File: config.mk
export PLATFORM = sky130hd
export DESIGN_NAME = fsab_mem_frontend
export DESIGN_NICKNAME = d
export VERILOG_FILES = /design/src/logic/mem_pkg.sv /design/src/logic/fsab_pkg.sv /design/src/logic/fsab_mem_frontend.sv
export SDC_FILE = /design/constraint.sdc
export NUM_CORES = 1
export LEC_CHECK = 0
export BUFFER_PORTS_ARGS = -buffer_cell sky130_fd_sc_hd__buf_2
export CAP_MARGIN = 0
export CORE_MARGIN = 8
export CORE_UTILIZATION = 60
export CTS_CLUSTER_DIAMETER = 30
export CTS_CLUSTER_SIZE = 10
export DETAILED_ROUTE_END_ITERATION = 16
export MAX_ROUTING_LAYER = met4
export PLACE_DENSITY_LB_ADDON = 0.08
export RECOVER_POWER = 50
export SYNTH_ARGS = -nofsm -noshare
export SYNTH_HDL_FRONTEND = slang
export SYNTH_SLANG_ARGS = --single-unit
File: constraint.sdc
create_clock -name fclk -period 20.9 [get_ports fclk]
set_clock_uncertainty 0.1 [all_clocks]
set_input_delay 1.045 -clock fclk [delete_from_list [all_inputs] [get_ports fclk]]
set_output_delay 1.045 -clock fclk [all_outputs]
set_load 0.01 [all_outputs]
File: src/logic/mem_pkg.sv
package mem_pkg;

	// Two banks, word interleaved on word index bit 0
	localparam int MEM_BANKS = 2;
	localparam int MEM_WORDS_PER_BANK = 64;
	localparam int BANK_ROW_W = 6;		// log2 of words per bank

	// Full word index, row bits above the bank select
	localparam int MEM_WORD_IDX_W = BANK_ROW_W + $clog2(MEM_BANKS);

	// Request beat queue
	localparam int REQ_FIFO_DEPTH = 16;
	localparam int REQ_FIFO_AW = $clog2(REQ_FIFO_DEPTH);

	// Longest burst, sized like the FSAB length field
	localparam logic [3:0] MEM_BURST_MAX = 4'd8;

endpackage

File: src/logic/fsab_pkg.sv
package fsab_pkg;

	// Request and response channel widths
	localparam int FSAB_ADDR_W = 31;	// Byte address
	localparam int FSAB_DATA_W = 64;	// One word per beat
	localparam int FSAB_MASK_W = 8;		// One bit per byte lane
	localparam int FSAB_LEN_W  = 4;		// 1 to 8 beats
	localparam int FSAB_DID_W  = 4;		// DID and subDID alike
	localparam int FSAB_REQ_W  = 2;		// Mode field

	// Request modes
	localparam logic [FSAB_REQ_W-1:0] FSAB_READ  = 2'd0;
	localparam logic [FSAB_REQ_W-1:0] FSAB_WRITE = 2'd1;

	// One queued request beat, all header fields plus payload
	localparam int FSAB_BEAT_W = FSAB_REQ_W + 2 * FSAB_DID_W + FSAB_ADDR_W +
		FSAB_LEN_W + FSAB_DATA_W + FSAB_MASK_W;

	// Data word, whole or split into byte lanes
	// Lane k is bits 8k+7 down to 8k, matching mask bit k
	typedef union packed {
		logic [FSAB_DATA_W-1:0] word;
		logic [FSAB_MASK_W-1:0][7:0] lanes;
	} fsab_word_t;

	// Traffic generator identifiers
	localparam logic [FSAB_DID_W-1:0] TG_DID    = 4'd0;
	localparam logic [FSAB_DID_W-1:0] TG_SUBDID = 4'd0;

endpackage
File: src/logic/fsab_mem_frontend.sv
`timescale 1ns/1ns

module fsab_mem_frontend (
	input logic fclk,
	input logic fclk_rst_b,
	input logic fsabo_valid,
	input logic [fsab_pkg::FSAB_REQ_W-1:0] fsabo_mode,
	input logic [fsab_pkg::FSAB_DID_W-1:0] fsabo_did,
	input logic [fsab_pkg::FSAB_DID_W-1:0] fsabo_subdid,
	input logic [fsab_pkg::FSAB_ADDR_W-1:0] fsabo_addr,
	input logic [fsab_pkg::FSAB_LEN_W-1:0] fsabo_len,
	input logic [fsab_pkg::FSAB_DATA_W-1:0] fsabo_data,
	input logic [fsab_pkg::FSAB_MASK_W-1:0] fsabo_mask,
	output logic fsabo_credit,
	output logic bank0_wr_en,
	output logic bank0_rd_en,
	output logic [mem_pkg::BANK_ROW_W-1:0] bank0_row,
	output logic [fsab_pkg::FSAB_DATA_W-1:0] bank0_wdata,
	output logic [fsab_pkg::FSAB_MASK_W-1:0] bank0_mask,
	output logic bank1_wr_en,
	output logic bank1_rd_en,
	output logic [mem_pkg::BANK_ROW_W-1:0] bank1_row,
	output logic [fsab_pkg::FSAB_DATA_W-1:0] bank1_wdata,
	output logic [fsab_pkg::FSAB_MASK_W-1:0] bank1_mask,
	output logic rd_pend,
	output logic rd_sel,
	output logic [fsab_pkg::FSAB_DID_W-1:0] rd_did,
	output logic [fsab_pkg::FSAB_DID_W-1:0] rd_subdid
);

	// Beat queue, extra pointer bit tells full from empty
	logic [fsab_pkg::FSAB_BEAT_W-1:0] fifo_mem [mem_pkg::REQ_FIFO_DEPTH];
	logic [mem_pkg::REQ_FIFO_AW:0] wr_ptr;
	logic [mem_pkg::REQ_FIFO_AW:0] rd_ptr;
	logic fifo_empty;
	logic fifo_full;
	logic push;
	logic pop;

	// Head of queue, unpacked
	logic [fsab_pkg::FSAB_REQ_W-1:0] h_mode;
	logic [fsab_pkg::FSAB_DID_W-1:0] h_did;
	logic [fsab_pkg::FSAB_DID_W-1:0] h_subdid;
	logic [fsab_pkg::FSAB_ADDR_W-1:0] h_addr;
	logic [fsab_pkg::FSAB_LEN_W-1:0] h_len;
	logic [fsab_pkg::FSAB_DATA_W-1:0] h_data;
	logic [fsab_pkg::FSAB_MASK_W-1:0] h_mask;

	logic [fsab_pkg::FSAB_LEN_W-1:0] beat_cnt;	// Word within current burst
	logic [mem_pkg::MEM_WORD_IDX_W-1:0] word_idx;
	logic bank_sel;
	logic head_rd;
	logic head_wr;
	logic head_last;

	assign fifo_empty = (wr_ptr == rd_ptr);
	assign fifo_full = (wr_ptr == {~rd_ptr[mem_pkg::REQ_FIFO_AW],
		rd_ptr[mem_pkg::REQ_FIFO_AW-1:0]});
	assign push = fsabo_valid && !fifo_full;	// Credit scheme keeps this from filling

	always_ff @(posedge fclk) begin
		if (push)
			fifo_mem[wr_ptr[mem_pkg::REQ_FIFO_AW-1:0]] <= {fsabo_mode, fsabo_did,
				fsabo_subdid, fsabo_addr, fsabo_len, fsabo_data, fsabo_mask};
	end

	assign {h_mode, h_did, h_subdid, h_addr, h_len, h_data, h_mask} =
		fifo_mem[rd_ptr[mem_pkg::REQ_FIFO_AW-1:0]];

	// Anything not a read is treated as a write beat
	assign head_rd = !fifo_empty && (h_mode == fsab_pkg::FSAB_READ);
	assign head_wr = !fifo_empty && (h_mode != fsab_pkg::FSAB_READ);
	assign head_last = (beat_cnt == h_len - 1'b1);

	// Writes leave one beat per cycle, a read beat stays until all words issued
	assign pop = head_wr || (head_rd && head_last);
	assign fsabo_credit = !fifo_empty && head_last;

	always_ff @(posedge fclk or negedge fclk_rst_b) begin
		if (!fclk_rst_b) begin
			wr_ptr <= '0;
			rd_ptr <= '0;
			beat_cnt <= '0;
		end else begin
			if (push)
				wr_ptr <= wr_ptr + 1'b1;
			if (pop)
				rd_ptr <= rd_ptr + 1'b1;
			if (!fifo_empty)
				beat_cnt <= head_last ? '0 : beat_cnt + 1'b1;
		end
	end

	// Byte address to word index, then step through the burst
	assign word_idx = h_addr[3 +: mem_pkg::MEM_WORD_IDX_W] +
		{{(mem_pkg::MEM_WORD_IDX_W - fsab_pkg::FSAB_LEN_W){1'b0}}, beat_cnt};
	assign bank_sel = word_idx[0];	// Odd words live in bank 1

	assign bank0_wr_en = head_wr && !bank_sel;
	assign bank0_rd_en = head_rd && !bank_sel;
	assign bank0_row = word_idx[mem_pkg::MEM_WORD_IDX_W-1:1];
	assign bank0_wdata = h_data;
	assign bank0_mask = h_mask;

	assign bank1_wr_en = head_wr && bank_sel;
	assign bank1_rd_en = head_rd && bank_sel;
	assign bank1_row = word_idx[mem_pkg::MEM_WORD_IDX_W-1:1];
	assign bank1_wdata = h_data;
	assign bank1_mask = h_mask;

	// Tag follows the bank read by one cycle
	always_ff @(posedge fclk or negedge fclk_rst_b) begin
		if (!fclk_rst_b) begin
			rd_pend <= 1'b0;
			rd_sel <= 1'b0;
		end else begin
			rd_pend <= head_rd;
			rd_sel <= bank_sel;
		end
	end

	always_ff @(posedge fclk) begin
		if (head_rd) begin
			rd_did <= h_did;
			rd_subdid <= h_subdid;
		end
	end

endmodule

==> out/metrics.csv <==
stage,metric,value,unit
run_status,status,"finished, violations left",
run_status,violations,"capacitance limit, slew limit",
detailed_routing,vias,26400,
worst_setup_path,critPathMaxFanout,54,
detailed_routing,drtIter0Drc,2721,
synthesis,synth_edf_count,1496,
cts,cts_resized,0,
sta,finalSetupTns,0,ns
cts,cts.hold.buffers_added,0,
place,post_dp_cell_area,60100,µm²
cts,path_clk_slew,0.05,ns
global_routing,grt_usage,0.2467,
detailed_routing,wl,127.3,mm
detailed_routing,drcViolationCount,0,
synthesis,synth_most_common_cell,edfxtp_1,
cts,clock_latency,0.83,ns
synthesis,synth_top_area_cell,edfxtp_1,
cts,cts.htree.levels,5,
sta,timing.fmax,81.82,MHz
synthesis,synth_compound_area_frac,0.002905,
synthesis,synthMuxAreaShare,0.1789,
cts,cts_buffer_depth,4,
layout,utilization,0.7248,
worst_setup_path,arrival,11.08,ns
worst_setup_path,rr_endpoint,rd_ptr[1]$_DFFE_PN0P_,
power,vdd_drop_max,0.1224,mV
cts,cts_made_buffers,276,
power,p_per_area,160.9,nW/µm²
detailed_routing,vias_per_cell,6.294,
synthesis,yosys.area_share.simple,0.006851,
sta,slew_violations,267,
synthesis,synth.area.top_cells,"edfxtp_1 (78%), mux4_2 (17%), buf_4 (1.1%)",
place,gp_congestion,0.7434,
worst_setup_path,regToRegSetupSlack,10.40,ns
sta,maxSlewHeadroom,-1.932,
global_routing,grt_pass1_wl,187.5,mm
worst_setup_path,reg2reg_depth,10,
global_routing,antenna_found_initial,19,
run,maxCapViolations,8,
layout,nFillCells,5352,
floorplan,start_util,0.6065,
sta,finalCritPeriodShare,0.5848,
worst_setup_path,critPathLaunchType,register,
floorplan,row_count,113,
layout,multi_input_area,11340,µm²
layout,final_cell_area,68960,µm²
worst_setup_path,cp.required,19.75,ns
detailed_routing,ant_nets,0,
cts,cts_tree,done,
detailed_routing,drtPass1Iterations,5,
cts,cts.sinks,1512,
synthesis,syn-instance-count,2311,
layout,register_area,45330,µm²
sta,hold_viol,0,
floorplan,num_io_pins,291,
sta,min_period,12.22,ns
layout,nNetsFinal,2849,
sta,setup_violations,0,
synthesis,avgSynthCellArea,24.97,µm²
worst_setup_path,worst-setup-path-type,register to output port,
floorplan,die_area,106400,µm²
layout,area_growth,19.49,%
cts,post_cts_buffers,0,
layout,drive_gt1_frac,0.3688,
synthesis,synth-xor-area-share,0.003642,
power,p_leak,22.47,nW
synthesis,synth_cell_types,42,
synthesis,yosys_register_bits,1512,
synthesis,async_flop_share,0.01058,
worst_setup_path,endpoint_kind,output port,
global_routing,gr-total-overflow,0,
synthesis,synth_fp_nets,2443,
synthesis,syn_area,57710,µm²
global_routing,grt_pass1_vias,28380,
synthesis,yosys.area.top_type_share,0.7784,
cts,root_buffer,clkbuf_16,
synthesis,seq_area_frac_synth,0.7853,
worst_setup_path,worstReg2RegStart,rd_ptr[0]$_DFFE_PN0P_,
global_routing,grt_max_degree,156,
hold_path,hold_path_class,primary input to asynchronous set/reset pin,
place,hpwlAfterDp,60.91,mm
detailed_routing,wire_per_inst,30.36,µm
sta,rsz0062_at_grt,no,
synthesis,synthTopCellsByCount,"edfxtp_1 (1,496), mux4_2 (445), buf_4 (86)",
floorplan,die_w,326.1,µm
floorplan,die_y,326.1,µm
synthesis,synth_top_family_by_area,multiplexers,
place,port_buffers,266,
synthesis,yosys_warnings,0,
floorplan,coreArea,95150,µm²
synthesis,synthAdderAreaFrac,0.002732,
synthesis,synthFlopType,edfxtp_1,
sta,worst_slew_pin_slew,4.398,ns
-- per-stage QoR --
step           setup WS [ns]  total power (W)  std cells  hold slack (ns)
2_1_floorplan          12.12         0.006096       2311           0.3607
3_3_place_gp           14.18         0.006830       3704           0.3799
3_5_place_dp           14.10         0.006871       3704           0.3885
4_1_cts                13.39          0.01121       4177          0.02313
5_1_grt                7.124          0.01152       4191           0.3261
6_report               8.678          0.01110       4194           0.2895
-- critical path, cell delays in order (launching register included) --
cell	delay, ns
dfrtp_1	1.36
clkbuf_1	2.94
clkbuf_1	2.94
buf_4	1.14
nor3_1	0.13
or3_1	0.36
o22ai_1	0.17
nor3_1	0.07
nand3b_1	0.42
nor2_1	0.09
buf_4	0.24
and2_1	0.19
buf_2	0.13
-- cell type report --
| cell class | count | share of cell area |
|---|---|---|
| Timing Repair Buffer | 320 | 0.02333 |
| Sequential cell | 1512 | 0.6574 |
| Inverter | 9 | 0.0004898 |
| Multi-Input combinational cell | 598 | 0.1644 |
| Antenna cell | 17 | 0.0006168 |
| Clock buffer | 312 | 0.1036 |
| Clock inverter | 161 | 0.02720 |
| Tap cell | 1265 | 0.02295 |
-- cell usage in the layout, fill, tap and decap left out, types with 4 or more instances in the layout --
master	instances
nand2_1	11
clkinv_4	13
a21oi_1	7
clkbuf_1	153
a21o_1	4
nor3_1	12
edfxtp_1	1496
mux4_1	9
clkinv_8	4
mux4_2	445
o21ai_0	4
clkinv_1	34
ha_1	11
dfrtp_1	13
xor2_1	9
diode_2	17
nor2_1	15
clkbuf_16	281
nand2b_1	5
nor2_4	8
inv_6	12
clkinv_2	42
bufinv_16	37
clkinvlp_4	19
buf_2	149
inv_1	9
xnor2_1	15
nor3_2	4
buf_4	46
-- registers in the layout, summed over array words and instances, names as in the netlist --
register and flops:
rd_did 4, rd_pend 1, rd_sel 1, rd_subdid 4, rd_ptr 5, fifo_mem 1488, beat_cnt 4, wr_ptr 5
-- where the power goes --
part	switching, W	leakage, nW	internal [W]
Sequential	0.000140	13.7	0.00369
Clock	0.00141	4.38	0.00290
Combinational	0.00159	4.38	0.00138
Total	0.00313	22.5	0.00796
-- routing by layer --
metal	vias up	share of wire	GRT usage
met5	-	0	-
met4	0	0.018	0.06606
met3	207	0.085	0.05574
met2	1260	0.51	0.3884
met1	14140	0.39	0.3313
li1	10790	-	-
-- logic make-up after synthesis --
group / count (synthesis)
flops: 1512
buf+inv: 201
simple gates: 77
compound gates: 25
xor+xnor: 24
mux: 460
fa+ha+maj: 12
-- how the worst max path moves through the flow --
| stage | start | to | slack, ns | cells after the start |
|---|---|---|---|---|
| 2_1_floorplan | rd_ptr[0]$_DFFE_PN0P_ | fifo_mem[3][0]$_DFFE_PP_ | 12.12 | 7 |
| 3_3_place_gp | rd_ptr[0]$_DFFE_PN0P_ | fifo_mem[4][67]$_DFFE_PP_ | 14.18 | 9 |
| 3_5_place_dp | rd_ptr[0]$_DFFE_PN0P_ | fifo_mem[4][69]$_DFFE_PP_ | 14.10 | 9 |
| 4_1_cts | rd_ptr[0]$_DFFE_PN0P_ | bank1_rd_en | 13.39 | 12 |
| 5_1_grt | rd_ptr[0]$_DFFE_PN0P_ | bank1_rd_en | 7.12 | 11 |
| 6_report | rd_ptr[0]$_DFFE_PN0P_ | bank1_rd_en | 8.68 | 12 |
No activity file was read; power rests on OpenSTA's default activity.
