==> src/logic/mem_pkg.sv <==
package mem_pkg;

	// Two banks, word interleaved on word index bit 0
	localparam int MEM_BANKS = 2;
	localparam int MEM_WORDS_PER_BANK = 64;
	localparam int BANK_ROW_W = 6;		// log2 of words per bank

	// Full word index, row bits above the bank select
	localparam int MEM_WORD_IDX_W = BANK_ROW_W + $clog2(MEM_BANKS);

	// Request beat queue
	localparam int REQ_FIFO_DEPTH = 16;
	localparam int REQ_FIFO_AW = $clog2(REQ_FIFO_DEPTH);

	// Longest burst, sized like the FSAB length field
	localparam logic [3:0] MEM_BURST_MAX = 4'd8;

endpackage

==> src/logic/fsab_pkg.sv <==
package fsab_pkg;

	// Request and response channel widths
	localparam int FSAB_ADDR_W = 31;	// Byte address
	localparam int FSAB_DATA_W = 64;	// One word per beat
	localparam int FSAB_MASK_W = 8;		// One bit per byte lane
	localparam int FSAB_LEN_W  = 4;		// 1 to 8 beats
	localparam int FSAB_DID_W  = 4;		// DID and subDID alike
	localparam int FSAB_REQ_W  = 2;		// Mode field

	// Request modes
	localparam logic [FSAB_REQ_W-1:0] FSAB_READ  = 2'd0;
	localparam logic [FSAB_REQ_W-1:0] FSAB_WRITE = 2'd1;

	// One queued request beat, all header fields plus payload
	localparam int FSAB_BEAT_W = FSAB_REQ_W + 2 * FSAB_DID_W + FSAB_ADDR_W +
		FSAB_LEN_W + FSAB_DATA_W + FSAB_MASK_W;

	// Data word, whole or split into byte lanes
	// Lane k is bits 8k+7 down to 8k, matching mask bit k
	typedef union packed {
		logic [FSAB_DATA_W-1:0] word;
		logic [FSAB_MASK_W-1:0][7:0] lanes;
	} fsab_word_t;

	// Traffic generator identifiers
	localparam logic [FSAB_DID_W-1:0] TG_DID    = 4'd0;
	localparam logic [FSAB_DID_W-1:0] TG_SUBDID = 4'd0;

endpackage
==> src/logic/fsab_traffic_gen.sv <==
`timescale 1ns/1ns

module fsab_traffic_gen (
	input logic fclk,
	input logic fclk_rst_b,
	input logic corerst_btn,
	input logic fsabo_credit,
	output logic fsabo_valid,
	output logic [fsab_pkg::FSAB_REQ_W-1:0] fsabo_mode,
	output logic [fsab_pkg::FSAB_DID_W-1:0] fsabo_did,
	output logic [fsab_pkg::FSAB_DID_W-1:0] fsabo_subdid,
	output logic [fsab_pkg::FSAB_ADDR_W-1:0] fsabo_addr,
	output logic [fsab_pkg::FSAB_LEN_W-1:0] fsabo_len,
	output logic [fsab_pkg::FSAB_DATA_W-1:0] fsabo_data,
	output logic [fsab_pkg::FSAB_MASK_W-1:0] fsabo_mask,
	output logic tb_done
);

	logic [3:0] cr_btn;		// Button synchronizer, bit 3 is safe to use
	logic [1:0] phase;		// 0 idle, 1 send, 2 wait credit, 3 done
	logic [2:0] step;		// Script entry, 0 to 5
	logic [fsab_pkg::FSAB_LEN_W-1:0] beat_cnt;	// Beats sent in this request
	logic [fsab_pkg::FSAB_LEN_W-1:0] beats_left;	// Ramp data for the first write
	logic last_beat;

	// Button comes from a pad, four flops before it is used
	always_ff @(posedge fclk or negedge fclk_rst_b) begin
		if (!fclk_rst_b)
			cr_btn <= '0;
		else
			cr_btn <= {cr_btn[2:0], corerst_btn};
	end

	assign beats_left = mem_pkg::MEM_BURST_MAX - beat_cnt;

	// Request contents per script entry
	always_comb begin
		fsabo_mode = fsab_pkg::FSAB_READ;	// Default is 8-word read of 0x0
		fsabo_did = fsab_pkg::TG_DID;
		fsabo_subdid = fsab_pkg::TG_SUBDID;
		fsabo_addr = '0;
		fsabo_len = mem_pkg::MEM_BURST_MAX;
		fsabo_data = '0;			// Unused on reads
		fsabo_mask = 8'hFF;
		case (step)
		3'd0: begin	// 8-word write to 0x0, each nibble is the beats left
			fsabo_mode = fsab_pkg::FSAB_WRITE;
			fsabo_data = {16{beats_left}};
		end
		3'd2: begin	// 1-word write to 0x10, upper half only
			fsabo_mode = fsab_pkg::FSAB_WRITE;
			fsabo_addr = 31'h10;
			fsabo_len = 4'd1;
			fsabo_data = 64'h1EA754171EA75417;
			fsabo_mask = 8'hF0;
		end
		3'd4: begin	// 1-word write to 0x8, lower half only
			fsabo_mode = fsab_pkg::FSAB_WRITE;
			fsabo_addr = 31'h8;
			fsabo_len = 4'd1;
			fsabo_data = 64'h1337133713371337;
			fsabo_mask = 8'h0F;
		end
		default: begin
		end
		endcase
	end

	// A read is one beat whatever its length
	assign last_beat = (fsabo_mode == fsab_pkg::FSAB_READ) ||
		(beat_cnt == fsabo_len - 1'b1);

	assign fsabo_valid = (phase == 2'd1);
	assign tb_done = (phase == 2'd3);

	always_ff @(posedge fclk or negedge fclk_rst_b) begin
		if (!fclk_rst_b) begin
			phase <= 2'd0;
			step <= '0;
			beat_cnt <= '0;
		end else begin
			case (phase)
			2'd0: begin
				if (cr_btn[3])
					phase <= 2'd1;
			end
			2'd1: begin	// One beat per cycle, no stall on the request side
				if (last_beat) begin
					beat_cnt <= '0;
					phase <= 2'd2;
				end else begin
					beat_cnt <= beat_cnt + 1'b1;
				end
			end
			2'd2: begin	// Hold off until the front end takes the request
				if (fsabo_credit) begin
					if (step == 3'd5) begin
						phase <= 2'd3;
					end else begin
						step <= step + 1'b1;
						phase <= 2'd1;
					end
				end
			end
			default: begin	// Done until the next reset
			end
			endcase
		end
	end

endmodule

==> config.mk <==
export PLATFORM = sky130hd
export DESIGN_NAME = fsab_traffic_gen
export DESIGN_NICKNAME = d
export VERILOG_FILES = /design/src/logic/mem_pkg.sv /design/src/logic/fsab_pkg.sv /design/src/logic/fsab_traffic_gen.sv
export SDC_FILE = /design/constraint.sdc
export NUM_CORES = 1
export LEC_CHECK = 0
export ABC_AREA = 1
export BUFFER_PORTS_ARGS = -buffer_cell sky130_fd_sc_hd__buf_2
export CAP_MARGIN = 25
export CORE_MARGIN = 1
export CORE_UTILIZATION = 44
export DETAILED_ROUTE_END_ITERATION = 8
export GPL_ROUTABILITY_DRIVEN = 0
export HOLD_SLACK_MARGIN = 0.05
export PLACE_DENSITY = 0.84
export SLEW_MARGIN = 40
export SYNTH_ARGS = -nofsm -noshare
export SYNTH_HDL_FRONTEND = slang
export SYNTH_SLANG_ARGS = --single-unit
export TNS_END_PERCENT = 30
==> constraint.sdc <==
create_clock -name fclk -period 3.7 [get_ports fclk]
set_input_delay 0.185 -clock fclk [delete_from_list [all_inputs] [get_ports fclk]]
set_output_delay 0.185 -clock fclk [all_outputs]
set_load 0.02 [all_outputs]
==> results.json, run 1 <==
{
  "cts_resized": 0,
  "grt-busiest-layer": "met2",
  "tns_ns": 0,
  "first_iter_violations": 15,
  "syn-mean-instance-area_um2": 8.13,
  "via_per_inst": 3.87,
  "track_usage_pct": 12.5,
  "cp.required_ns": 3.51,
  "antenna_found_initial": 0,
  "cts_tree": "done",
  "met2_usage_pct": 22.8,
  "cts_buffer_depth": 2,
  "dp_cells": 264,
  "vias": 1044,
  "overflow": 0,
  "max_freq_mhz": 454,
  "synth.area.mux_share_pct": 0,
  "htree_levels": 1,
  "cts_buffers": 3,
  "worstMarginPinSlew_ns": 0.598,
  "postSynthCellCount": 197,
  "die-area_um2": 3890,
  "netlist_area_um2": 1600,
  "status": "completed",
  "worstPathArrival_ns": 2.02,
  "start_util_pct": 46.9,
  "synth_xor_area_share_pct": 2.19,
  "synth_top_family_by_area": "buffers and inverters",
  "grt_pass1_vias": 828,
  "die_x_um": 62.3,
  "cpPeakStageDelay_ns": 0.50,
  "rows": 21,
  "cts_sinks": 13,
  "final_antenna_net_count": 0,
  "dp_hpwl_um": 2000,
  "placed_cell_area_um2": 1470,
  "grt_use_met1_pct": 14.0,
  "ios": 123,
  "fillers": 350,
  "synth_cell_types": 24,
  "vdd_drop_max_mv": 0.233,
  "cts_hold_buf": 2,
  "slew_headroom_pct": 59.7,
  "synth_edf_count": 0,
  "cts-root-buf": "clkbuf_4",
  "drt_first_pass_iters": 4,
  "end_kind": "primary output",
  "port_buffers": 82,
  "wirelength_um": 2360,
  "leakagePower_nw": 1.00,
  "finalSetupViolCount": 0,
  "worstHoldPathType": "in2reg",
  "cts_setup_buffers": 0,
  "layout_setup_ws_ns": 1.50,
  "core_um2": 3420,
  "rsz0062_at_grt": "no",
  "grt_max_degree": 14,
  "cap_violations": 0,
  "areaGrowthSynthToFinish_pct": -5.62,
  "grt_pass1_wl_um": 3860,
  "chipHeight_um": 62.3,
  "hp-start": "fsabo_credit",
  "synth_seq_cells": 13,
  "worst-path-buf-inv": 2,
  "crit_chain": "inv_1 -> ha_1 -> nand2_1 -> nor3_2 -> or2_1 -> buf_2",
  "n_antenna_cell": 0,
  "synthAdderAreaFrac_pct": 8.59,
  "ys_warn_count": 0,
  "fin_nets": 240,
  "async_flop_share_pct": 100,
  "worstSkewPairLatency_ns": 0.27,
  "rr_startpoint": "step[0]",
  "clock_skew_ns": 0.00402,
  "cp-startpoint": "step[0]",
  "synth-simple-area-share_pct": 12.3,
  "critPathLaunchType": "flop",
  "seq_area_um2": 325,
  "grt_util_met3_pct": 3.31,
  "layout.cells.non_filler": 270,
  "synth_compound_area_share_pct": 4.77,
  "slew_viol_final": 0,
  "setup.worst_path.class": "reg2out",
  "multiInputGateArea_um2": 597,
  "drc_errors": 0,
  "hold_violations": 0,
  "critical_path.max_fanout": 13,
  "finish.instance_area_um2": 1510,
  "yosysSeqAreaShare_pct": 20.3,
  "ys.flop_type": "dfrtp_1",
  "path_delay_family": "simple AND/OR/NAND/NOR gates",
  "cp_slowest_cell": "nor3_2",
  "fin_crit_ns": 2.20,
  "drive_gt1_share_pct": 42.4,
  "power_density_nw_per_um2": 904,
  "worst_hold_slack_ns": 0.243,
  "place_ws_ns": 1.73,
  "clk_pin_slew_ns": 0.07,
  "avgRoutedWirePerCell_um": 8.74,
  "post-route-period-util_pct": 59.5
}
[metal layers]
metal,share of wire (%),wire length [um],vias up
li1,-,-,517
met1,38,906,469
met2,54,1280,58
met3,7.2,171,0
met4,0,0,0
met5,0,0,-
[metrics by stage]
step	total power, mW	utilization (%)
finish	1.37	44.2
global placement	1.28	42.9
detailed placement	1.29	42.9
global route	1.47	44.2
CTS	1.38	44.2
floorplan	1.30	-
[cells in the mapped netlist, types with 2 or more instances]
cell | number | share of area (%)
dfrtp_1 | 13 | 20
inv_1 | 19 | 4.5
nand3_1 | 5 | 1.6
a21oi_1 | 4 | 1.3
o21ai_0 | 2 | 0.63
nor2_1 | 8 | 1.9
nand2_4 | 2 | 1.4
nor3_2 | 2 | 1.3
o22ai_1 | 4 | 1.6
xor2_1 | 3 | 1.6
nand2_1 | 12 | 2.8
nand2_2 | 2 | 0.78
buf_4 | 100 | 47
ha_1 | 11 | 8.6
[state kept, by name (all words and copies together) (netlist names)]
signal,count
beat_cnt,4
phase,2
cr_btn,4
step,3
[worst min-delay path: cells and delay by family]
| kind | cells | cell delay [ns] |
|---|---|---|
| xor+xnor | 1 | 0.06 |
| buf+inv | 1 | 0.12 |
| simple gates | 1 | 0.10 |
[final cells by class]
class / instances / area share (%)
flip-flops and latches: 13 / 21.5
multi-input cells: 103 / 39.5
well taps: 46 / 3.81
inverters: 20 / 4.97
repair buffers: 84 / 28.5
clock buffers: 4 / 1.74
[placed cells by master, fill, tap and decap left out, drive strengths merged]
master	n
o21a	1
xor2	3
xnor2	1
inv	20
o21ai	3
ha	11
nand3	6
nor2	8
nand4	1
nor3	2
clkbuf	4
o22ai	4
buf	82
nand2	17
conb	40
dlygate4sd3	2
or2	1
dfrtp	13
a21oi	5
[report_power, final]
group          internal [mW]  total, mW  switching [mW]
logic                  0.311       1.08           0.765
registers              0.176      0.208          0.0314
clock network         0.0417     0.0831          0.0414
total                  0.528       1.37           0.837
[path summary, 6_finish.rpt]
path / endpoint / slack (ns) / depth (start not counted)
setup / recovery: fsabo_data[55] / 1.50 / 6
max in group asynchronous: phase[0] / 3.15 / 2
hold reg to reg: cr_btn[2] / 0.35 / 0
setup reg to reg: phase[1] / 2.11 / 10
min in group asynchronous: cr_btn[0] / 0.32 / 2
hold / removal: step[2] / 0.24 / 3
[cell families (layout without fill, tap and decap cells)]
kind of cell	count (synthesis)	in the layout
AOI/OAI and AO/OA	13	13
and+or+nand+nor	35	35
other	1	40
DFF	13	13
adders and majority gates	11	11
xor gates and xnor gates	4	4
buffers and inverters	120	108
Power figures use the tool's default switching activity.
==> run 2: changes to the inputs <==
CORE_UTILIZATION = 40   (was 44)
PLACE_DENSITY = 0.77   (was 0.84)
clock period = 2.2 ns   (was 3.7 ns; I/O delays follow)
==> results.json, run 2 (synthesis results as in run 1) <==
{
  "worstHoldPathType": "in2reg",
  "grt_pass1_wl_um": 3510,
  "setup.worst_path.class": "reg2out",
  "worstPathArrival_ns": 1.89,
  "power_density_nw_per_um2": 1530,
  "critical_path.max_fanout": 10,
  "slew_viol_final": 0,
  "vias": 1052,
  "areaGrowthSynthToFinish_pct": -3.83,
  "switching_share_pct": 59.8,
  "place_ws_ns": 0.402,
  "post-route-period-util_pct": 90.7,
  "clock_skew_ns": 0.00250,
  "grt_max_degree": 14,
  "layout_setup_ws_ns": 0.204,
  "net-switching-power_mw": 1.41,
  "combPwrFrac_pct": 76.6,
  "cts-root-buf": "clkbuf_8",
  "overflow": 0,
  "end_kind": "primary output",
  "hold_violations": 0,
  "cts_buffers": 3,
  "dp_hpwl_um": 2080,
  "finish.instance_area_um2": 1540,
  "grt_pass1_vias": 822,
  "final_common_cell": "buf_2",
  "via_per_inst": 3.85,
  "fin_nets": 241,
  "final_antenna_net_count": 0,
  "cts_buffer_depth": 2,
  "tns_ns": 0,
  "leakagePower_nw": 1.02,
  "max_freq_mhz": 501,
  "worstMarginPinSlew_ns": 0.570,
  "fin_crit_ns": 2.00,
  "placed_cell_area_um2": 1480,
  "power_frac_clock_pct": 8.6,
  "final_cell_mix": "82 x buf_2, 40 x conb_1, 19 x inv_1",
  "htree_levels": 1,
  "cts_tree": "done",
  "cpPeakStageDelay_ns": 0.39,
  "first_iter_violations": 40,
  "crit_chain": "inv_1 -> ha_1 -> nand2_1 -> nand2_4 -> inv_1 -> o21ai_1 -> buf_2",
  "die-area_um2": 4260,
  "port_buffers": 82,
  "seqPwrFrac_pct": 14.8,
  "cap_violations": 0,
  "slew_headroom_pct": 61.6,
  "chipHeight_um": 65.3,
  "rows": 22,
  "track_usage_pct": 10.7,
  "start_util_pct": 42.8,
  "core_um2": 3740,
  "clk_pin_slew_ns": 0.05,
  "cp_slowest_cell": "dfrtp_1",
  "p_int_mw": 0.950,
  "vdd_drop_max_mv": 0.498,
  "fillers": 408,
  "wirelength_um": 2410,
  "cp.required_ns": 2.09,
  "worstSkewPairLatency_ns": 0.24,
  "cts_sinks": 13,
  "critPathLaunchType": "flop",
  "ios": 123,
  "drive_gt1_share_pct": 42.7,
  "rsz0062_at_grt": "yes",
  "reg.largest.list": "beat_cnt x4, cr_btn x4, step x3",
  "drc_errors": 0,
  "die_x_um": 65.3,
  "avgRoutedWirePerCell_um": 8.82,
  "status": "completed",
  "n_antenna_cell": 0,
  "finalSetupViolCount": 0,
  "drt_first_pass_iters": 4,
  "antenna_found_initial": 0,
  "cpMostUsedCell": "inv_1"
}
## run 2: cell type report
type,count,area [um2],share of cell area (%)
Clock buffer,4,45.0,2.92
Inverter,20,75.1,4.87
Multi-Input combinational cell,103,597,38.7
Sequential cell,13,325,21.1
Tap cell,48,60.1,3.90
Timing Repair Buffer,85,438,28.4
## run 2: power by group through the flow
stage	sequential (mW)	clock [mW]	combinational, mW
2_1_floorplan	0.344	0	1.83
5_1_grt	0.362	0.225	1.99
4_1_cts	0.351	0.212	1.84
6_report	0.351	0.202	1.81
3_5_place_dp	0.356	0	1.83
3_3_place_gp	0.352	0	1.80
## run 2: worst paths after layout
| kind | startpoint | end | slack (ns) | cells past startpoint |
|---|---|---|---|---|
| setup / recovery | step[0] | fsabo_data[48] | 0.20 | 7 |
| hold / removal | fsabo_credit | step[2] | 0.19 | 3 |
| setup reg to reg | step[0] | phase[1] | 0.66 | 10 |
| hold reg to reg | cr_btn[0] | cr_btn[1] | 0.35 | 0 |
| max in group asynchronous | fclk_rst_b | step[1] | 1.70 | 2 |
| min in group asynchronous | fclk_rst_b | cr_btn[0] | 0.28 | 2 |
## run 2: per-stage QoR
step	total power, mW	hold slack (ns)	util [%]	std cells
global route	2.57	0.197	41.1	273
detailed placement	2.19	0.00982	39.4	267
floorplan	2.18	-0.186	-	236
global placement	2.15	0.00531	39.4	267
finish	2.36	0.188	41.1	273
CTS	2.40	0.186	41.1	273
## run 2: what timing repair did
| action | CTS | global route |
|---|---|---|
| gates resized for setup | 0 | 0 |
| hold endpoints to repair | 14 | 0 |
| hold buffers | 2 | 0 |
| setup buffers | 0 | 0 |
| setup endpoints to repair | 0 | 24 |
## run 2: per-layer routing
| layer | wire, um | share of wire (%) | track usage, % |
|---|---|---|---|
| met1 | 868 | 36 | 10.9 |
| met2 | 1310 | 54 | 20.6 |
| met3 | 233 | 9.7 | 3.47 |
| met4 | 0 | 0 | 2.45 |
| met5 | 0 | 0 | 0 |
## run 2: worst max-delay path: cells and delay by family (launching register included)
| family | cells | cell delay, ns |
|---|---|---|
| and+or+nand+nor | 2 | 0.32 |
| DFF | 1 | 0.39 |
| buffers and inverters | 3 | 0.46 |
| adders and majority gates | 1 | 0.20 |
| AOI/OAI and AO/OA | 1 | 0.28 |
