<file path="src/logic/fsab_pkg.sv">
package fsab_pkg;

	// Request and response channel widths
	localparam int FSAB_ADDR_W = 31;	// Byte address
	localparam int FSAB_DATA_W = 64;	// One word per beat
	localparam int FSAB_MASK_W = 8;		// One bit per byte lane
	localparam int FSAB_LEN_W  = 4;		// 1 to 8 beats
	localparam int FSAB_DID_W  = 4;		// DID and subDID alike
	localparam int FSAB_REQ_W  = 2;		// Mode field

	// Request modes
	localparam logic [FSAB_REQ_W-1:0] FSAB_READ  = 2'd0;
	localparam logic [FSAB_REQ_W-1:0] FSAB_WRITE = 2'd1;

	// One queued request beat, all header fields plus payload
	localparam int FSAB_BEAT_W = FSAB_REQ_W + 2 * FSAB_DID_W + FSAB_ADDR_W +
		FSAB_LEN_W + FSAB_DATA_W + FSAB_MASK_W;

	// Data word, whole or split into byte lanes
	// Lane k is bits 8k+7 down to 8k, matching mask bit k
	typedef union packed {
		logic [FSAB_DATA_W-1:0] word;
		logic [FSAB_MASK_W-1:0][7:0] lanes;
	} fsab_word_t;

	// Traffic generator identifiers
	localparam logic [FSAB_DID_W-1:0] TG_DID    = 4'd0;
	localparam logic [FSAB_DID_W-1:0] TG_SUBDID = 4'd0;

endpackage
</file>
<file path="src/logic/fsab_read_return.sv">
`timescale 1ns/1ns

module fsab_read_return (
	input logic fclk,
	input logic fclk_rst_b,
	input logic [fsab_pkg::FSAB_DATA_W-1:0] bank0_rdata,
	input logic [fsab_pkg::FSAB_DATA_W-1:0] bank1_rdata,
	input logic rd_pend,
	input logic rd_sel,
	input logic [fsab_pkg::FSAB_DID_W-1:0] rd_did,
	input logic [fsab_pkg::FSAB_DID_W-1:0] rd_subdid,
	output logic fsabi_valid,
	output logic [fsab_pkg::FSAB_DID_W-1:0] fsabi_did,
	output logic [fsab_pkg::FSAB_DID_W-1:0] fsabi_subdid,
	output logic [fsab_pkg::FSAB_DATA_W-1:0] fsabi_data
);

	logic [fsab_pkg::FSAB_DATA_W-1:0] ret_word;	// Word from the bank just read

	// Only one bank reads per cycle, so a plain mux keeps order
	assign ret_word = rd_sel ? bank1_rdata : bank0_rdata;

	always_ff @(posedge fclk or negedge fclk_rst_b) begin
		if (!fclk_rst_b)
			fsabi_valid <= 1'b0;
		else
			fsabi_valid <= rd_pend;	// No stall on fsabi
	end

	// Beat payload, holds between bursts
	always_ff @(posedge fclk) begin
		if (rd_pend) begin
			fsabi_data <= ret_word;
			fsabi_did <= rd_did;	// Carried through from the request
			fsabi_subdid <= rd_subdid;
		end
	end

endmodule

</file>
<file path="config.mk">
export PLATFORM = sky130hd
export DESIGN_NAME = fsab_read_return
export DESIGN_NICKNAME = d
export VERILOG_FILES = /design/src/logic/fsab_pkg.sv /design/src/logic/fsab_read_return.sv
export SDC_FILE = /design/constraint.sdc
export NUM_CORES = 1
export LEC_CHECK = 0
export ABC_AREA = 1
export BUFFER_PORTS_ARGS = -buffer_cell sky130_fd_sc_hd__buf_2
export CAP_MARGIN = 10
export CORE_MARGIN = 5
export CORE_UTILIZATION = 44
export DETAILED_ROUTE_END_ITERATION = 10
export HOLD_SLACK_MARGIN = 0.06
export PLACE_DENSITY = 0.85
export SKIP_CTS_REPAIR_TIMING = 1
export SYNTH_ARGS = -nofsm -noshare
export SYNTH_HDL_FRONTEND = slang
export SYNTH_SLANG_ARGS = --single-unit
</file>
<file path="constraint.sdc">
create_clock -name fclk -period 0.8 [get_ports fclk]
set_input_delay 0.08 -clock fclk [delete_from_list [all_inputs] [get_ports fclk]]
set_output_delay 0.08 -clock fclk [all_outputs]
set_load 0.02 [all_outputs]
</file>
==> results of run 1 <==
## through the flow
stage	worst slack, ns	cells	util	setup TNS (ns)
2_1_floorplan	0.0762	279	-	0
3_3_place_gp	-0.0484	565	0.620	-0.934
3_5_place_dp	-0.0633	565	0.620	-2.06
4_1_cts	-0.239	581	0.656	-12.48
## cells in the mapped netlist
library cell / n
clkbuf_8: 6
buf_4: 1
buf_2: 6
inv_2: 1
nand2_1: 192
edfxtp_1: 72
dfrtp_1: 1
## cell families after synthesis
| kind of cell | Yosys count |
|---|---|
| buffers and inverters | 14 |
| flip-flops | 73 |
| AND/OR/NAND/NOR | 192 |
==> impl_metrics.csv, run 1 <==
group,metric,value,unit
status,outcome,"aborted with a tool error",
die,num_rows,30,
yosys,syn_nets,419,
cts,htree_levels,3,
die,start_util,0.449,
cts,clock_path_buffers,2,
yosys,yosys.area_share.adder,0,
yosys,synth_top_family_by_area,"simple AND/OR/NAND/NOR gates",
die,dieHeight,93.0,µm
cts,cts_made_buffers,9,
die,die_x,93.0,µm
status,firstError,"[ERROR RSZ-0060] Max buffer count reached.",
placement,io_buffers,212,
yosys,synth_top_area_frac,0.713,
yosys,syn-instance-count,279,
status,haltStage,"5_1_grt",
yosys,synth-seq-cells,73,
timing,endpoint_type,"top-level output",
yosys,synthXorXnorAreaFrac,0,
yosys,netlist-cell-type-count,7,
timing,grt-worst-endpoint,"fsabi_data[63]",
placement,gp_congestion,0.818,
cts,clock-sinks,73,
die,io_pins,213,
yosys,synth_area_per_cell,10.9,µm²
yosys,yosysTopAreaCell,"edfxtp_1",
yosys,yosysWarnings,0,
global_route,grt_max_degree,41,
placement,hpwl,6370,µm
yosys,yosysSeqAreaShare,0.721,
yosys,synth_simple_gate_area_share,0.238,
yosys,syn_area,3030,µm²
cts,cts_root_buffer,"clkbuf_8",
yosys,synth_area_leaders,"edfxtp_1, nand2_1, clkbuf_8, buf_2, dfrtp_1",
yosys,synth_mux_area_frac,0,
yosys,synth_compound_area_frac,0,
placement,postPlaceCellArea,4190,µm²
==> inputs of run 2 (changes only) <==
CORE_UTILIZATION = 30   (was 44)
HOLD_SLACK_MARGIN = default   (was 0.06)
PLACE_DENSITY = default   (was 0.85)
PLACE_DENSITY_LB_ADDON = 0.15   (was default)
==> run 2 against run 1 <==
The flow now finishes, with violations (setup timing). Area after synthesis did not move. Synthesized cell count stayed put.
==> impl_metrics.csv, run 2 <==
group,metric,value,unit
routing,drtIter0Drc,143,
power_and_ir_drop,p_per_area,1960,nW/µm²
finish,largest_register_ffs,64,
setup_path,critPathBufInv,1,
setup_path,slowest_delay,0.41,ns
finish,syn_to_final_growth,67.5,%
placement,gp_congestion,0.820,
finish,layout_commonest_cell,"nand2_1",
yosys,synth_area_per_cell,10.9,µm²
finish,drive_gt1_frac,0.444,
cts,cts_root_buffer,"clkbuf_8",
min_path,hold_start,"bank0_rdata[11]",
finish,regMostFlops,"fsabi_data",
yosys,yosysTopAreaCell,"edfxtp_1",
setup_path,crit_family,"flip-flops",
yosys,ys_top_cells_by_count,"nand2_1, edfxtp_1, buf_2, clkbuf_8",
cts,clock_path_buffers,2,
min_path,whs_path_depth,3,
timing,worst_slew_pin_slew,0.218,ns
routing,wl_per_cell,13.6,µm
die,dieArea,12200,µm²
yosys,yosysSeqAreaShare,0.721,
routing,vias_per_cell,4.13,
finish,n_antenna_cell,0,
timing,rsz0062_at_grt,"true",
setup_path,cp_max_fo,1,
yosys,netlist-cell-type-count,7,
placement,pre_cts_ws,-0.103,ns
routing,dr.pass1.iters,4,
finish,post-route-util,0.517,
power_and_ir_drop,peakVddDrop,903,µV
placement,hpwl,6570,µm
setup_path,cp.arrival,0.89,ns
yosys,async_reset_ff_frac,0.0137,
die,dieHeight,111,µm
routing,num_vias,2737,
cts,cts_tree,"done",
timing,period_needed,0.968,ns
yosys,synth_top_area_frac,0.713,
setup_path,startpoint_type,"flop",
finish,nNetsFinal,664,
yosys,synthFlopType,"edfxtp_1",
die,io_pins,213,
die,die_x,111,µm
die,num_rows,36,
cts,cts_made_buffers,9,
global_route,grt_pass1_wl,13600,µm
global_route,grt-ovfl-total,0,
yosys,yosysWarnings,0,
routing,drt-total-wl,8990,µm
die,coreArea,9820,µm²
setup_path,crit_required,0.72,ns
timing,clock.fmax,1030,MHz
cts,clock-sinks,73,
yosys,syn_area,3030,µm²
status,violations,"setup timing",
cts,path_clk_slew,0.08,ns
yosys,synth_edf_count,72,
yosys,syn-instance-count,279,
routing,ant_nets,0,
yosys,yosysMostFrequentCell,"nand2_1",
timing,final_max_slew_viol_count,0,
yosys,syn_nets,419,
min_path,hold_end,"fsabi_data[11]",
global_route,grt_max_degree,41,
setup_path,crit_type,"flop to output pin",
routing,drcViolationCount,0,
cts,htree_levels,3,
global_route,grt_pass1_vias,2685,
yosys,synth_area_leaders,"edfxtp_1, nand2_1, clkbuf_8, buf_2, dfrtp_1",
global_route,antenna_found_initial,0,
timing,finalHoldViolations,0,
status,outcome,"complete, but fails checks",
setup_path,slowest_stage,"edfxtp_1",
timing,maxSlewHeadroom,0.854,
timing,period_share,1.21,
placement,io_buffers,212,
min_path,hp-class,"primary input to flop",
timing,setup_slack,-0.168,ns
die,start_util,0.309,
yosys,synth-seq-cells,73,
global_route,grt_usage,0.138,
flow_run,maxCapViolCount,0,
finish,largestRegisters,"fsabi_data (64), fsabi_did (4), fsabi_subdid (4)",
power_and_ir_drop,p_leak,2.51,nW
finish,final_cell_mix,"nand2_1, buf_2, edfxtp_1, buf_6, dlygate4sd3_1",
setup_path,path_cells,"buf_6",
timing,setup_viol_count_final,73,
setup_path,end_kind,"output pin",
[run 2: power breakdown]
| part | internal (mW) | switching (mW) | total, mW |
|---|---|---|---|
| clock network | 1.85 | 1.40 | 3.26 |
| registers | 4.61 | 0.126 | 4.73 |
| logic | 0.964 | 1.00 | 1.97 |
| total | 7.42 | 2.53 | 9.96 |
[run 2: cell families after synthesis]
kind of cell	Yosys count	synth area share
and+or+nand+nor	192	0.238
DFF	73	0.721
buffers and inverters	14	0.0409
[run 2: area by class of cell]
| class | instances | area (µm²) |
|---|---|---|
| flip-flops and latches | 73 | 2190 |
| clock buffers | 10 | 138 |
| inverters | 1 | 3.75 |
| repair buffers | 247 | 1770 |
| well taps | 133 | 166 |
| clock inverters | 6 | 90.1 |
| multi-input cells | 192 | 721 |
| fillers | 923 | 4740 |
[run 2: metal layers]
layer / global-route usage / vias up / routed length (µm)
li1: - / 1391 / -
met1: 0.160 / 1204 / 3400
met2: 0.224 / 134 / 4530
met3: 0.0695 / 8 / 972
met4: 0.0443 / 0 / 84
met5: 0 / - / 0
[run 2: worst min-delay path: stages]
cell	delay, ns
buf_2	0.07
nand2_1	0.04
nand2_1	0.04
[run 2: worst max path at each step]
stage                         startpoint             end  slack, ns  cells after the start
after detailed placement          rd_sel  fsabi_data[51]      -0.10                      5
final                     fsabi_data[35]  fsabi_data[35]      -0.17                      1
after CTS                 fsabi_data[35]  fsabi_data[35]      -0.21                      1
after global placement            rd_sel  fsabi_data[42]      -0.07                      5
after floorplan                   rd_sel   fsabi_data[0]       0.08                      4
after global routing      fsabi_data[58]  fsabi_data[58]      -0.23                      1
[run 2: stage by stage]
| step | instances | total power, mW | hold WS (ns) | instance area (µm²) | TNS, ns |
|---|---|---|---|---|---|
| 5_1_grt | 662 | 10.5 | -0.00494 | 5080 | -14.08 |
| 3_5_place_dp | 617 | 6.39 | -0.144 | 4260 | -5.15 |
| 3_3_place_gp | 617 | 6.38 | -0.144 | 4260 | -3.50 |
| 6_report | 662 | 9.96 | 0.00307 | 5080 | -10.39 |
| 4_1_cts | 633 | 9.72 | -0.529 | 4490 | -12.58 |
| 2_1_floorplan | 279 | 5.56 | -0.216 | 3030 | 0 |
No activity file was read; power rests on OpenSTA's default activity.
==> inputs of run 3 (changes only) <==
TNS_END_PERCENT = 10   (was default)
==> run 3 against run 2 <==
The flow still finishes with violations (setup timing). Total power is 2.3% lower. Combinational power is 9.6% lower. Die area unchanged. Critical path type unchanged. Highest routed layer unchanged.
==> impl_metrics.csv, run 3 (synthesis gave the netlist of run 2 again) <==
group,metric,value,unit
finish,fill_cells,946,
power_and_ir_drop,power_frac_clock,0.335,
min_path,hp-class,"primary input to flop",
setup_path,critPathLaunch,"fsabi_data[35]",
power_and_ir_drop,seq_power_share,0.482,
die,dieArea,12200,µm²
setup_path,crit_type,"flop to output pin",
cts,cts_made_buffers,9,
setup_path,path_cells,"buf_2",
cts,cts_tree,"done",
setup_path,startpoint_type,"flop",
timing,rsz0062_at_grt,"true",
routing,vias_per_cell,4.12,
placement,pre_cts_ws,-0.103,ns
min_path,hold_start,"bank0_rdata[18]",
power_and_ir_drop,p_int,7.23,mW
die,dieHeight,111,µm
global_route,grt-ovfl-total,0,
flow_run,maxCapViolCount,0,
global_route,antenna_found_initial,0,
cts,path_clk_slew,0.08,ns
timing,setup_tns,-10.23,ns
die,io_pins,213,
timing,clock.fmax,1030,MHz
setup_path,crit_required,0.72,ns
cts,cts_root_buffer,"clkbuf_8",
timing,period_share,1.21,
finish,n_antenna_cell,0,
finish,multi_input_area,721,µm²
timing,worst_slew_pin_slew,0.221,ns
power_and_ir_drop,p_per_area,2000,nW/µm²
placement,io_buffers,212,
power_and_ir_drop,netSwitchingPower,2.49,mW
placement,hpwl,6570,µm
timing,final_max_slew_viol_count,0,
routing,dr.pass1.iters,4,
setup_path,slowest_stage,"edfxtp_1",
die,num_rows,36,
timing,setup_slack,-0.166,ns
routing,drcViolationCount,0,
status,outcome,"complete, but fails checks",
routing,drtIter0Drc,142,
power_and_ir_drop,pwr-share-comb,0.183,
die,start_util,0.309,
finish,largestRegisters,"fsabi_data (64), fsabi_did (4), fsabi_subdid (4)",
finish,drive_gt1_frac,0.444,
setup_path,cp_max_fo,1,
finish,syn_to_final_growth,60.0,%
status,violations,"setup timing",
cts,clock-sinks,73,
routing,ant_nets,0,
routing,drt-total-wl,8860,µm
timing,period_needed,0.966,ns
global_route,grt_pass1_wl,13600,µm
die,coreArea,9820,µm²
timing,setup_viol_count_final,73,
timing,hold_ws,0.00561,ns
power_and_ir_drop,p_leak,2.43,nW
finish,largest_register_ffs,64,
cts,clock_path_buffers,2,
power_and_ir_drop,peakVddDrop,900,µV
global_route,grt_max_degree,41,
power_and_ir_drop,swShare,0.256,
die,die_x,111,µm
finish,layout_commonest_cell,"buf_2",
timing,finalHoldViolations,0,
cts,htree_levels,3,
finish,seq_area,2190,µm²
finish,nNetsFinal,664,
setup_path,slowest_delay,0.39,ns
finish,regMostFlops,"fsabi_data",
routing,wl_per_cell,13.4,µm
global_route,grt_usage,0.138,
finish,final_cell_mix,"buf_2, nand2_1, edfxtp_1, dlygate4sd3_1, buf_6",
timing,maxSlewHeadroom,0.852,
setup_path,cp.arrival,0.89,ns
placement,gp_congestion,0.820,
routing,num_vias,2725,
global_route,grt_pass1_vias,2685,
setup_path,crit_family,"flip-flops",
setup_path,critPathBufInv,1,
setup_path,end_kind,"output pin",
[run 3: cell counts in the layout (fill, tap and decap cells not counted)]
No cell type changed its count.
[run 3: path summary, 6_finish.rpt]
path	endpoint	slack, ns	cells past startpoint
worst max-delay path	fsabi_data[35]	-0.17	1
worst min-delay path	fsabi_data[18]	0.006	3
max in group asynchronous	fsabi_valid	0.68	2
min in group asynchronous	fsabi_valid	0.04	2
[run 3: layout make-up]
cell class                      instances  share of cell area
Clock inverter                          6              0.0186
Tap cell                              133              0.0343
Clock buffer                           10              0.0284
Multi-Input combinational cell        192               0.149
Sequential cell                        73               0.451
Inverter                                1            0.000774
Timing Repair Buffer                  247               0.319
[run 3: metrics by stage]
step / power, mW / cell area [µm²] / instances / utilization
after floorplan: 5.56 / 3030 / 279 / -
after global placement: 6.38 / 4260 / 617 / 0.434
after detailed placement: 6.39 / 4260 / 617 / 0.434
after CTS: 9.72 / 4490 / 633 / 0.457
after global routing: 10.2 / 4850 / 662 / 0.494
final: 9.72 / 4850 / 662 / 0.494
[run 3: power by group through the flow]
stage | sequential (mW) | clock, mW | combinational (mW)
5_1_grt | 4.71 | 3.58 | 1.94
6_report | 4.69 | 3.25 | 1.78
2_1_floorplan | 5.23 | 0 | 0.331
4_1_cts | 4.68 | 3.41 | 1.64
3_5_place_dp | 4.76 | 0 | 1.63
3_3_place_gp | 4.75 | 0 | 1.63
[run 3: routing by layer]
metal | wire (µm) | vias to the layer above | share of wire | global-route usage
met1 | 3400 | 1193 | 0.38 | 0.160
li1 | - | 1391 | - | -
met2 | 4420 | 133 | 0.50 | 0.224
met4 | 84 | 0 | 0.0095 | 0.0443
met3 | 951 | 8 | 0.11 | 0.0695
met5 | 0 | - | 0 | 0
==> inputs of run 4 (changes only) <==
SKIP_CTS_REPAIR_TIMING = default   (was 1)
==> run 4 against run 3 <==
The flow still finishes with violations (setup timing). Flip-flop and latch count stayed put. Sequential share of layout area is 5.1 points lower. Die area stayed put. Utilization is 6.3 points higher. Via count is 10% higher. Wire length is 9.4% higher. Global-route usage is 1.8 points higher. Cell count is 8.9% higher. Total power is 2.7% higher. Largest power group unchanged.
==> impl_metrics.csv, run 4 (synthesis gave the netlist of run 2 again) <==
group,metric,value,unit
status,outcome,"complete, but fails checks",
status,violations,"setup timing",
placement,hpwl,6570,µm
global_route,grt_pass1_wl,15400,µm
routing,ant_nets,0,
timing,maxSlewHeadroom,0.855,
die,io_pins,213,
die,num_rows,36,
finish,layout_commonest_cell,"buf_2",
global_route,grt_max_degree,41,
die,coreArea,9820,µm²
cts,cts_tree,"done",
finish,post-route-util,0.557,
finish,drive_gt1_frac,0.400,
setup_path,cp.arrival,0.90,ns
timing,setup_viol_count_final,73,
timing,rsz0062_at_grt,"true",
global_route,grt_pass1_vias,3236,
setup_path,path_cells,"buf_6",
cts,cts_root_buffer,"clkbuf_8",
power_and_ir_drop,p_int,7.44,mW
die,die_x,111,µm
finish,n_antenna_cell,0,
power_and_ir_drop,p_leak,2.69,nW
cts,cts_setup_buffers,0,
placement,dp_cells,617,
routing,vias_per_cell,4.17,
setup_path,end_kind,"output pin",
global_route,grt_usage,0.157,
timing,period_share,1.22,
power_and_ir_drop,p_per_area,1830,nW/µm²
setup_path,startpoint_type,"flop",
setup_path,crit_family,"flip-flops",
power_and_ir_drop,pwr-share-comb,0.204,
die,dieHeight,111,µm
routing,num_vias,3004,
setup_path,crit_type,"flop to output pin",
global_route,antenna_found_initial,0,
setup_path,cp_max_fo,1,
die,dieArea,12200,µm²
timing,finalHoldViolations,0,
finish,regMostFlops,"fsabi_data",
cts,cts_made_buffers,9,
global_route,grt-ovfl-total,0,
routing,wl_per_cell,13.4,µm
finish,largest_register_ffs,64,
min_path,hp-class,"primary input to flop",
finish,final_cell_mix,"buf_2, nand2_1, dlygate4sd3_1, edfxtp_1, buf_6",
finish,syn_to_final_growth,80.4,%
placement,postPlaceCellArea,4260,µm²
die,start_util,0.309,
routing,dr.pass1.iters,5,
power_and_ir_drop,power_frac_clock,0.325,
min_path,hold_start,"bank1_rdata[25]",
timing,final_max_slew_viol_count,0,
routing,drtIter0Drc,174,
routing,drt-total-wl,9690,µm
timing,setup_slack,-0.178,ns
power_and_ir_drop,netSwitchingPower,2.54,mW
routing,drcViolationCount,0,
setup_path,slowest_delay,0.41,ns
setup_path,critPathBufInv,1,
finish,largestRegisters,"fsabi_data (64), fsabi_did (4), fsabi_subdid (4)",
placement,io_buffers,212,
placement,pre_cts_ws,-0.103,ns
timing,clock.fmax,1020,MHz
power_and_ir_drop,seq_power_share,0.470,
cts,path_clk_slew,0.08,ns
finish,nNetsFinal,723,
cts,clock-sinks,73,
timing,period_needed,0.978,ns
finish,fin_area,5470,µm²
setup_path,crit_required,0.72,ns
flow_run,maxCapViolCount,0,
setup_path,slowest_stage,"edfxtp_1",
cts,clock_path_buffers,2,
placement,gp_congestion,0.820,
power_and_ir_drop,swShare,0.254,
finish,fin_cells,721,
setup_path,critPathLaunch,"fsabi_data[58]",
power_and_ir_drop,peakVddDrop,884,µV
cts,htree_levels,3,
timing,worst_slew_pin_slew,0.218,ns
run 4: changes by cell type in the layout (fill, tap and decap cells not counted), sizes merged:
| cell | delta |
|---|---|
| dlygate4sd3 | +59 |
run 4: cell type report:
class / instances / area, µm²
fill: 886 / 4350
sequential: 73 / 2190
timing repair buffer: 306 / 2160
multi-input combinational: 192 / 721
tap: 133 / 166
clock buffer: 10 / 138
clock inverter: 6 / 90.1
inverter: 1 / 3.75
run 4: layer usage:
metal,share of wire,GRT usage,up-vias
met4,0.020,0.0558,0
met3,0.10,0.0706,18
met5,0,0,-
met1,0.37,0.168,1323
li1,-,-,1510
met2,0.51,0.271,153
run 4: path summary, 6_finish.rpt:
| path | to | slack, ns | depth (start not counted) |
|---|---|---|---|
| hold / removal | fsabi_data[25] | 0.02 | 3 |
| min in group asynchronous | fsabi_valid | 0.04 | 2 |
| setup / recovery | fsabi_data[58] | -0.18 | 1 |
| max in group asynchronous | fsabi_valid | 0.68 | 2 |
run 4: what timing repair did:
| action | in CTS | in global routing |
|---|---|---|
| endpoints found under the hold margin | 59 | 0 |
| resized for setup | 10 | 22 |
| hold buffers | 88 | 0 |
| setup endpoints to repair | 73 | 73 |
| cloned | 0 | 0 |
run 4: power groups by stage:
stage                     combinational, mW  clock [mW]  sequential (mW)
after floorplan                       0.331           0             5.23
after global placement                 1.63           0             4.75
after detailed placement               1.63           0             4.76
after CTS                              2.00        3.41             4.68
after global routing                   2.22        3.57             4.72
final                                  2.04        3.25             4.69
run 4: metrics by stage:
stage | hold WS, ns | TNS, ns | power (mW)
floorplan | -0.216 | 0 | 5.56
global placement | -0.144 | -3.50 | 6.38
detailed placement | -0.144 | -5.15 | 6.39
CTS | 0.000168 | -12.57 | 10.1
global route | 0.00133 | -14.15 | 10.5
finish | 0.0192 | -10.33 | 9.98
